**src/rtl/fxp_pkg.sv**
```systemverilog
package fxp_pkg;

    // ------------------------------
    // Q16.16 format
    // ------------------------------

    // Operand and accumulator width
    localparam int DATA_WIDTH = 32;
    // Fractional bits, binary point only names the format
    localparam int FRAC_BITS  = 16;

    // Signed fixed-point word
    typedef logic signed [DATA_WIDTH-1:0] fxp_word_t;

    // ------------------------------
    // Operation codes
    // ------------------------------

    typedef logic [1:0] fxp_op_t;

    localparam fxp_op_t OP_ADD   = 2'd0;
    localparam fxp_op_t OP_SUB   = 2'd1;
    localparam fxp_op_t OP_LOAD  = 2'd2;
    localparam fxp_op_t OP_CLEAR = 2'd3;

    // Saturation limits, two's complement extremes
    localparam fxp_word_t FXP_MAX = 32'h7fff_ffff;
    localparam fxp_word_t FXP_MIN = 32'h8000_0000;

endpackage : fxp_pkg

```
**src/rtl/carry_lookahead_add.sv**
```systemverilog
module carry_lookahead_add #(
    // Datapath width in bits
    parameter int N = 32
) (
    // Addends
    input  logic [N-1:0] a,
    input  logic [N-1:0] b,
    // Carry into bit 0
    input  logic         ci,
    // Sum and carry out of the top bit
    output logic [N-1:0] c,
    output logic         co
);

    // Per-bit generate and propagate
    logic [N-1:0] gen;
    logic [N-1:0] prop;
    // Propagate without generate, i.e. exactly one input set
    logic [N-1:0] gen_n;
    logic [N-1:0] half;
    // Carry into each bit
    logic [N-1:0] carry;
    // Sum gate terms
    logic [N-1:0] carry_and_half;
    logic [N-1:0] carry_or_half;

    // ------------------------------
    // Bit slices
    // ------------------------------
    genvar i;
    generate
        for (i = 0; i < N; i = i + 1) begin : g_bit
            // Generate when both set, propagate when either set
            assign gen[i]   = a[i] & b[i];
            assign prop[i]  = a[i] | b[i];
            assign gen_n[i] = ~gen[i];
            assign half[i]  = gen_n[i] & prop[i];

            // Carry chain seeded from carry in
            if (i == 0) begin : g_first
                assign carry[i] = ci;
            end else begin : g_chain
                // Carry out of previous bit
                assign carry[i] = gen[i-1] | (prop[i-1] & carry[i-1]);
            end

            // Sum bit is half XOR carry, built from and/or/not
            assign carry_and_half[i] = carry[i] & half[i];
            assign carry_or_half[i]  = carry[i] | half[i];
            assign c[i]              = ~carry_and_half[i] & carry_or_half[i];
        end : g_bit
    endgenerate

    // Carry out of the top bit
    assign co = gen[N-1] | (prop[N-1] & carry[N-1]);

    // ------------------------------
    // Checks
    // ------------------------------

    // Whole chain must match an (N+1)-bit add, deferred past settling
    always_comb begin
        assert final ({co, c} == ({1'b0, a} + {1'b0, b} + {{N{1'b0}}, ci}))
        else $error("carry_lookahead_add: sum mismatch a=%h b=%h ci=%b", a, b, ci);
    end

endmodule : carry_lookahead_add

```
**src/rtl/fxp_addsub.sv**
```systemverilog
module fxp_addsub (
    // Accumulator side operand
    input  fxp_pkg::fxp_word_t a,
    // Incoming operand
    input  fxp_pkg::fxp_word_t b,
    // High for a minus b
    input  logic               subtract,
    // Saturated result
    output fxp_pkg::fxp_word_t result,
    // Signed overflow of the raw sum
    output logic               overflow
);

    import fxp_pkg::*;

    // Second adder input after optional complement
    fxp_word_t b_eff;
    // Adder output before saturation
    fxp_word_t raw_sum;
    logic      carry_out;
    // Carry into the sign bit
    logic      carry_msb;
    // Sign bits of the effective operands
    logic      sign_a;
    logic      sign_b;

    // ------------------------------
    // Operand conditioning
    // ------------------------------

    // a - b as a + ~b + 1
    assign b_eff = subtract ? ~b : b;

    assign sign_a = a[DATA_WIDTH-1];
    assign sign_b = b_eff[DATA_WIDTH-1];

    // ------------------------------
    // Adder
    // ------------------------------
    carry_lookahead_add #(
        .N  (DATA_WIDTH)
    ) u_add (
        .a  (a),
        .b  (b_eff),
        .ci (subtract),
        .c  (raw_sum),
        .co (carry_out)
    );

    // ------------------------------
    // Overflow and saturation
    // ------------------------------

    // Sum bit = a ^ b ^ carry in, so carry in falls out of the XOR
    assign carry_msb = sign_a ^ sign_b ^ raw_sum[DATA_WIDTH-1];

    // Carry into and out of sign bit disagree
    assign overflow = carry_out ^ carry_msb;

    // Overflow only with like signs, so sign of a is the true sign
    always_comb begin
        if (overflow) begin
            result = sign_a ? FXP_MIN : FXP_MAX;
        end else begin
            result = raw_sum;
        end
    end

    // Unlike signs can never leave the range
    always_comb begin
        assert final (!overflow || (sign_a == sign_b))
        else $error("fxp_addsub: overflow with unlike operand signs a=%h b=%h", a, b_eff);
    end

endmodule : fxp_addsub

```
**src/rtl/fxp_accum.sv**
```systemverilog
module fxp_accum (
    input  logic               clk,
    input  logic               reset,
    // One-cycle command strobe
    input  logic               in_valid,
    input  fxp_pkg::fxp_op_t   op,
    input  fxp_pkg::fxp_word_t operand,
    // Result from the add/subtract unit
    input  fxp_pkg::fxp_word_t sum,
    input  logic               overflow,
    // Direction for the add/subtract unit
    output logic               subtract,
    // Accumulator state
    output fxp_pkg::fxp_word_t acc,
    // Sticky since last LOAD or CLEAR
    output logic               saturated,
    // One pulse per accepted strobe
    output logic               out_valid
);

    import fxp_pkg::*;

    // Operation decode
    logic is_reload;

    // ------------------------------
    // Decode
    // ------------------------------

    // Only SUB flips the arithmetic unit
    assign subtract = (op == OP_SUB);

    // LOAD and CLEAR restart the flag
    assign is_reload = (op == OP_LOAD) || (op == OP_CLEAR);

    // ------------------------------
    // Accumulator register
    // ------------------------------
    always_ff @(posedge clk) begin
        if (reset) begin
            acc       <= '0;
            saturated <= 1'b0;
            out_valid <= 1'b0;
        end else begin
            // Result pulse one cycle after each strobe
            out_valid <= in_valid;

            if (in_valid) begin
                case (op)
                    OP_ADD, OP_SUB: begin
                        // Sum already clamped upstream
                        acc <= sum;
                        if (overflow) begin
                            saturated <= 1'b1;
                        end
                    end
                    OP_LOAD: begin
                        acc       <= operand;
                        saturated <= 1'b0;
                    end
                    default: begin
                        // CLEAR
                        acc       <= '0;
                        saturated <= 1'b0;
                    end
                endcase
            end
        end
    end

    // ------------------------------
    // Checks
    // ------------------------------

    // Pulse tracks the strobe with exactly one cycle of latency
    assert property (@(posedge clk) disable iff (reset)
        out_valid == $past(in_valid && !reset))
    else $error("fxp_accum: out_valid does not follow in_valid");

    // Flag drops only through reset or a reload command
    assert property (@(posedge clk) disable iff (reset)
        $fell(saturated) |-> ($past(reset) || $past(in_valid && is_reload)))
    else $error("fxp_accum: saturated cleared without LOAD or CLEAR");

endmodule : fxp_accum

```
**src/rtl/fxp_accum_top.sv**
```systemverilog
module fxp_accum_top (
    input  logic               clk,
    input  logic               reset,
    // Command strobe and payload
    input  logic               in_valid,
    input  fxp_pkg::fxp_op_t   op,
    input  fxp_pkg::fxp_word_t operand,
    // Accumulator and status
    output fxp_pkg::fxp_word_t acc,
    output logic               saturated,
    output logic               out_valid
);

    import fxp_pkg::*;

    // Between accumulator and arithmetic unit
    logic      subtract;
    fxp_word_t sum;
    logic      overflow;

    // ------------------------------
    // Accumulator and control
    // ------------------------------
    fxp_accum u_accum (
        .clk       (clk),
        .reset     (reset),
        .in_valid  (in_valid),
        .op        (op),
        .operand   (operand),
        .sum       (sum),
        .overflow  (overflow),
        .subtract  (subtract),
        .acc       (acc),
        .saturated (saturated),
        .out_valid (out_valid)
    );

    // Combinational add/subtract with clamp
    fxp_addsub u_addsub (
        .a        (acc),
        .b        (operand),
        .subtract (subtract),
        .result   (sum),
        .overflow (overflow)
    );

endmodule : fxp_accum_top

```
**config.mk**
```make
export PLATFORM = sky130hd
export DESIGN_NAME = fxp_accum_top
export DESIGN_NICKNAME = d
export VERILOG_FILES = /design/src/rtl/fxp_pkg.sv /design/src/rtl/carry_lookahead_add.sv /design/src/rtl/fxp_addsub.sv /design/src/rtl/fxp_accum.sv /design/src/rtl/fxp_accum_top.sv
export SDC_FILE = /design/constraint.sdc
export NUM_CORES = 1
export LEC_CHECK = 0
export ABC_CLOCK_PERIOD_IN_PS = 51200
export BUFFER_PORTS_ARGS = -buffer_cell sky130_fd_sc_hd__buf_4
export CORE_MARGIN = 2
export CORE_UTILIZATION = 43
export DETAILED_ROUTE_END_ITERATION = 10
export PLACE_DENSITY = 0.65
export SLEW_MARGIN = 25
export SYNTH_ARGS = -nofsm -noshare
export SYNTH_HDL_FRONTEND = slang
export SYNTH_HIERARCHICAL = 1
export SYNTH_SLANG_ARGS = --single-unit
```
**constraint.sdc**
```tcl
create_clock -name clk -period 51.2 [get_ports clk]
set_clock_uncertainty 0.2 [all_clocks]
set_input_delay 7.68 -clock clk [delete_from_list [all_inputs] [get_ports clk]]
set_output_delay 7.68 -clock clk [all_outputs]
set_load 0.05 [all_outputs]
```
* Word level (Yosys, flattened, before mapping)
Index checks and enable logic that the tools add are counted.
** Storage, ports and cells
- Register bits after elaboration :: 34
- Bits of input ports :: 37
- Output and inout bits :: 34
- Logic and storage cells :: 339
** Cells by class
- Eq/ne operators :: 3
- Muxes and demuxes :: 6
- Bitwise gates (word level) :: 324
- Reductions and logical operators :: 3
** Operators by type and width (number)
- 1-bit bitwise AND :: 160
- 32-bit two-way mux :: 3
- 1-bit bitwise OR :: 96
- 1-bit NOT :: 64
- 32-bit case mux with 2 select lines :: 1
- 32-bit NOT :: 1
- 1-bit XOR :: 3
- 2-bit by 1-bit equality test with 1-bit output, second input constant :: 1
- 2-bit equality test, second input constant :: 1
- 2-bit zero test :: 1
- 1-bit two-way mux :: 2
- 2-bit != test, second input constant :: 1
- 2-bit AND reduction :: 1
- 2-bit OR reduction :: 1

* Logic depth before layout (Yosys ltp)
- Depth in word-level cells :: 72
- Depth in mapped cells :: 47
- Depth with buffers taken out :: 43

* By module
Netlist, hierarchy kept.
** Modules (own cells, without submodules)
- fxp_accum :: times used 1, cells each 187, area an instance 2010.7 um2, sequential area each 680.7 um2
- fxp_addsub :: times used 1, cells each 80, area an instance 762.0 um2, sequential area each 0.0 um2
- carry_lookahead_add :: times used 1, cells each 42, area an instance 678.2 um2, sequential area each 0.0 um2

* Worst setup path before layout
OpenSTA, ideal clock, no wires.
- Path type :: in2reg
- Start point :: input op[1]
- End point :: register u_accum.acc[10]
- Setup time :: 0.088 ns
- Arrival time :: 21.557 ns
- Data required time :: 50.912 ns
- Slack :: 29.355 ns
- Stages on the path :: 45
- Buffers on the path :: 5
- Path through :: buf_6 -> buf_12 -> nor2b_1 -> buf_4 -> buf_2 -> xor2_1 -> fa_1 -> fa_1 -> fa_1 -> fa_1 -> fa_1 -> fa_1 -> fa_1 -> fa_1 -> inv_1 -> fa_1 -> inv_1 -> fa_1 -> (+9 left out) -> fa_1 -> fa_1 -> fa_1 -> fa_1 -> fa_1 -> fa_1 -> fa_1 -> fa_1 -> fa_1 -> fa_1 -> fa_1 -> fa_1 -> xnor2_1 -> xnor2_2 -> buf_2 -> maj3_2 -> nand2b_4 -> a311oi_2
** On the way
- Elaborated cells between the ends (all ways) :: 150
- Classes of those cells :: eq/ne: 2; mux: 3; bitwise: 143; reduce/logical: 2
** RTL lines
- start, declared :: line fxp_accum_top.sv:6 : input fxp_pkg::fxp_op_t op,
- 2-bit by 1-bit equality test with 1-bit output * :: line fxp_accum.sv:31 : assign subtract = (op == OP_SUB);
- via subtract :: line fxp_accum_top.sv:17 : logic subtract;
- 32-bit two-way mux * :: line fxp_addsub.sv:32 : assign b_eff = subtract ? ~b : b;
- via u_addsub.b_eff[1] :: line fxp_addsub.sv:17 : fxp_word_t b_eff;
- 1-bit bitwise OR :: line carry_lookahead_add.sv:35 : assign prop[i] = a[i] | b[i];
- 1-bit bitwise AND :: line carry_lookahead_add.sv:44 : assign carry[i] = gen[i-1] | (prop[i-1] & carry[i-1]);
- 1-bit bitwise OR * :: line carry_lookahead_add.sv:44
- 1-bit bitwise AND * :: line carry_lookahead_add.sv:44
- (+58 left out)
- 1-bit NOT :: line carry_lookahead_add.sv:50 : assign c[i] = ~carry_and_half[i] & carry_or_half[i];
- 1-bit bitwise AND * :: line carry_lookahead_add.sv:50
- via u_addsub.raw_sum[31] :: line fxp_addsub.sv:19 : fxp_word_t raw_sum;
- 1-bit XOR * :: line fxp_addsub.sv:55 : assign carry_msb = sign_a ^ sign_b ^ raw_sum[DATA_WIDTH-1];
- 1-bit XOR * :: line fxp_addsub.sv:58 : assign overflow = carry_out ^ carry_msb;
- 32-bit two-way mux * :: line fxp_addsub.sv:62 : if (overflow) begin
- via sum[10] :: line fxp_accum_top.sv:18 : fxp_word_t sum;
- 32-bit case mux with 2 select lines * :: line fxp_accum.sv:49 : case (op)
- end signal, assigned :: line fxp_accum.sv:52 : acc <= sum;
- end signal, assigned :: line fxp_accum.sv:58 : acc <= operand;
- end, declared :: line fxp_accum.sv:14 : output fxp_pkg::fxp_word_t acc,
Mark *: on every way through the listed nets, which the timed path passes. The rest lies on a longest branch.
A chain may end at the register's enable or synchronous reset.

* Final worst setup path
- Start point :: input op[1]
- End point :: register u_accum.acc[9]
** On the way
- Longest elaborated chain between the ends :: 72
- Elaborated cells between the ends (all ways) :: 150
- Classes of those cells :: eq/ne: 2; mux: 3; bitwise: 143; reduce/logical: 2
** RTL lines (line)
- 2-bit by 1-bit equality test with 1-bit output * :: fxp_accum.sv:31
- via subtract :: fxp_accum_top.sv:17
- 32-bit two-way mux * :: fxp_addsub.sv:32
- via u_addsub.b_eff[0] :: fxp_addsub.sv:17
- 1-bit bitwise OR :: carry_lookahead_add.sv:35
- 1-bit bitwise AND :: carry_lookahead_add.sv:44
- 1-bit bitwise OR * :: carry_lookahead_add.sv:44
- 1-bit bitwise AND * :: carry_lookahead_add.sv:44
- (+60 left out)
- 1-bit NOT :: carry_lookahead_add.sv:50
- 1-bit bitwise AND * :: carry_lookahead_add.sv:50
- via u_addsub.raw_sum[31] :: fxp_addsub.sv:19
- 1-bit XOR * :: fxp_addsub.sv:55
- 1-bit XOR * :: fxp_addsub.sv:58
- 32-bit two-way mux * :: fxp_addsub.sv:62
- via sum[9] :: fxp_accum_top.sv:18
- 32-bit case mux with 2 select lines * :: fxp_accum.sv:49
Marks and branches as above.

==> reports/qor.yml <==
cells_and_area:
  post_route_cells_drive_above_1_share: 0.468
  area.growth.synth_to_final_pct: 16.6
  layout.core_utilization: 0.518
  multi_input_comb_area_sq_mm: 0.00254
  design.final.nets: 427
  antenna_cells: 0
  post-route-cell-area_sq_mm: 0.00403
  regArea_sq_um: 681
  nFillCells: 735
drt:
  detailedRoute.firstPassIterationCount: 4
  vias_per_std_cell: 5.12
  vias_after_detailed_routing: 2348
  ant_nets: 0
  avgRoutedWirePerCell_um: 15.9
  drc: 0
  drtIter0Drc: 135
  wl_um: 7300
sta:
  slew_headroom: 0.458
  fin_crit_sh: 0.449
  setup-violations-final: 0
  worst-slew-pin-transition_ps: 813
  grt_setup_unrepaired: "no"
  period_minus_slack_ps: 23000
  achievable-frequency_mhz: 43.5
  timing.final.hold_violations: 0
  fin_tns_setup_ps: 0
  maxSlewViolCount: 0
global_route:
  first_global_vias: 2472
  wire_length_of_the_first_global_routing_pass_um: 12500
  grt_start_max_net_pins: 68
  antenna_violations_before_repair: 0
  total_global_route_track_usage: 0.180
  gr-total-overflow: 0
run_status:
  run_status: "finished, final reports clean"
floorplanning:
  fp.coreArea_sq_mm: 0.00777
  die_h_um: 93.6
  fp-row-count: 32
  floorplan.initialDensity: 0.444
  fp.dieW_um: 93.6
  io_pins: 71
  die-area_sq_mm: 0.00876
synthesis:
  main_combinational_cell_family_by_area_after_synthesis: "adder cells"
  synthCells: 309
  mappedNetlistNets: 378
  synth_simple_gate_area_frac: 0.205
  synth-seq-cells: 34
  post_synth.cell_area_avg_sq_um: 11.2
  xor_and_xnor_fraction_of_the_mapped_netlist_area: 0.102
  synth-adder-area-share: 0.286
  synth-compound-area-share: 0.136
  synth.mux.area_fraction: 0.00326
  yosys_warnings: 6
  distinct_cell_type_count_of_the_synthesized_netlist: 26
  yosysSeqAreaShare: 0.197
  post_synth_instance_area_sq_mm: 0.00345
placed_design:
  gp_routability_congestion: 0.732
  io_buffer_count: 70
  hpwl_um: 4860
  placed_cell_area_sq_mm: 0.00394
critical_path:
  critPathMaxStageDelay_ps: 530
  path_delay_family: "adder cells"
  worst_setup_path_start_kind: "primary input"
  critical_path.most_common_cell: "sky130_fd_sc_hd__fa_1"
  critPathArrivalTime_ps: 22990
  required_time_at_the_worst_slack_endpoint_ps: 51200
  crit_type: "in -> reg"
  cp_num_buf_inv: 6
  cp_max_fo: 66
  critPathSlowestCell: "sky130_fd_sc_hd__buf_4"
  critical_path.endpoint_type: "register"
cts:
  clk_latency_ps: 280
  cts_num_sinks: 34
  cts.repair.resized: 0
  htree_num_levels: 2
  cts_tree: "done"
  cts_buffers: 5
  postCtsHoldBufs: 0
  ctsLongestPathBuffers: 2
  post_cts.repair.setup_buffers: 0
  cts.reportedPaths.clkPinSlew_ps: 70
  cts-root-buf: "sky130_fd_sc_hd__clkbuf_8"
power_and_ir_drop:
  maximum_vdd_drop_mv: 0.0155
  static-leakage-power_nw: 1.69
  cellPowerDensity_mw_per_mm2: 33.0
hold_path:
  timing.hold.worst.class: "reg -> reg"
job:
  maxCapViolations: 0
==> registers in the layout, summed over array words and instances, names as in the netlist <==
register           cells
u_accum/acc           32
u_accum/out_valid      1
u_accum/saturated      1
==> worst register-to-register path: cells and delay by family (launching register included) <==
kind                     cells  cell delay [ps]
AO/OA/AOI/OAI                1              240
XOR/XNOR                     2              660
adder cells (fa/ha/maj)     33            12600
buffers and inverters        5              640
flip-flops                   1              340
AND/OR/NAND/NOR              1               60
==> path summary, 6_finish.rpt <==
| path | from | to | slack (ps) | cells after the start |
|---|---|---|---|---|
| setup reg to reg | u_accum/acc[0] | u_accum/acc[9] | 36360 | 42 |
| hold reg to reg | u_accum/acc[23] | u_accum/acc[23] | 330 | 2 |
| hold / removal | u_accum/acc[23] | u_accum/acc[23] | 330 | 2 |
| setup / recovery | op[1] | u_accum/acc[9] | 28200 | 45 |
==> logic make-up (layout without fill, tap and decap cells) <==
logic type	Yosys count	in the layout
adders and majority gates	63	63
buffers and inverters	42	90
xor gates and xnor gates	37	37
AOI/OAI and AO/OA	34	34
DFF	34	34
and+or+nand+nor	98	98
muxes	1	1
==> metal layers <==
metal | GRT usage | routed length [um] | vias to the layer above
met4 | 0.0350 | 29 | 0
met3 | 0.0314 | 298 | 2
met2 | 0.285 | 3550 | 45
li1 | - | - | 1149
met5 | 0 | 0 | -
met1 | 0.259 | 3430 | 1152
==> Yosys cell counts <==
library cell / count / area (sq um)
sky130_fd_sc_hd__nand3b_1: 16 / 120
sky130_fd_sc_hd__inv_1: 11 / 41.3
sky130_fd_sc_hd__xnor2_1: 3 / 26.3
sky130_fd_sc_hd__buf_6: 2 / 22.5
sky130_fd_sc_hd__buf_12: 2 / 40.0
sky130_fd_sc_hd__xor2_1: 32 / 280
sky130_fd_sc_hd__xnor2_2: 1 / 16.3
sky130_fd_sc_hd__clkbuf_1: 8 / 30.0
sky130_fd_sc_hd__nor2b_1: 2 / 12.5
sky130_fd_sc_hd__maj3_1: 1 / 10.0
sky130_fd_sc_hd__mux2_2: 1 / 11.3
sky130_fd_sc_hd__buf_8: 1 / 15.0
sky130_fd_sc_hd__nand2b_4: 10 / 138
sky130_fd_sc_hd__a311oi_1: 4 / 35.0
sky130_fd_sc_hd__nand3b_2: 16 / 180
sky130_fd_sc_hd__a211oi_1: 1 / 7.51
sky130_fd_sc_hd__nor2_1: 32 / 120
sky130_fd_sc_hd__buf_2: 16 / 80.1
sky130_fd_sc_hd__maj3_2: 30 / 338
sky130_fd_sc_hd__buf_4: 2 / 15.0
sky130_fd_sc_hd__a311oi_2: 28 / 420
sky130_fd_sc_hd__dfxtp_1: 34 / 681
sky130_fd_sc_hd__nand2b_1: 22 / 138
sky130_fd_sc_hd__xor2_4: 1 / 27.5
sky130_fd_sc_hd__a21oi_1: 1 / 5.00
sky130_fd_sc_hd__fa_1: 32 / 641
==> where the power goes <==
| group | internal, mW | total (mW) | leakage (nW) | switching [mW] |
|---|---|---|---|---|
| combinational | 0.0354 | 0.0793 | 1.36 | 0.0439 |
| sequential | 0.0296 | 0.0331 | 0.282 | 0.00352 |
| clock | 0.0104 | 0.0203 | 0.0431 | 0.00988 |
| total | 0.0753 | 0.133 | 1.69 | 0.0573 |
==> layout by cell type, fill, tap and decap left out, drive strengths merged <==
cell type and count:
xor2 33, maj3 31, nand3b 32, clkbuf 6, fa 32, mux2 1
dfxtp 34, inv 11, xnor2 4, a21oi 1, nor2 32, a311oi 32
buf 73, nor2b 2, nand2b 32, a211oi 1
==> cell type report <==
class / count / share of cell area
Timing Repair Buffer: 73 / 0.136
Inverter: 11 / 0.0103
Multi-Input combinational cell: 233 / 0.632
Clock buffer: 6 / 0.0205
Tap cell: 102 / 0.0317
Sequential cell: 34 / 0.169
==> metrics by stage <==
| step | instances | setup slack (ps) | hold slack, ps | power (mW) |
|---|---|---|---|---|
| 5_1_grt | 459 | 27520 | 373 | 0.143 |
| 3_5_place_dp | 453 | 27970 | 316 | 0.113 |
| 3_3_place_gp | 453 | 28090 | 316 | 0.112 |
| 6_report | 459 | 28200 | 329 | 0.133 |
| 2_1_floorplan | 309 | 29350 | 531 | 0.0970 |
| 4_1_cts | 459 | 28190 | 332 | 0.135 |
No activity file was read; power rests on OpenSTA's default activity.
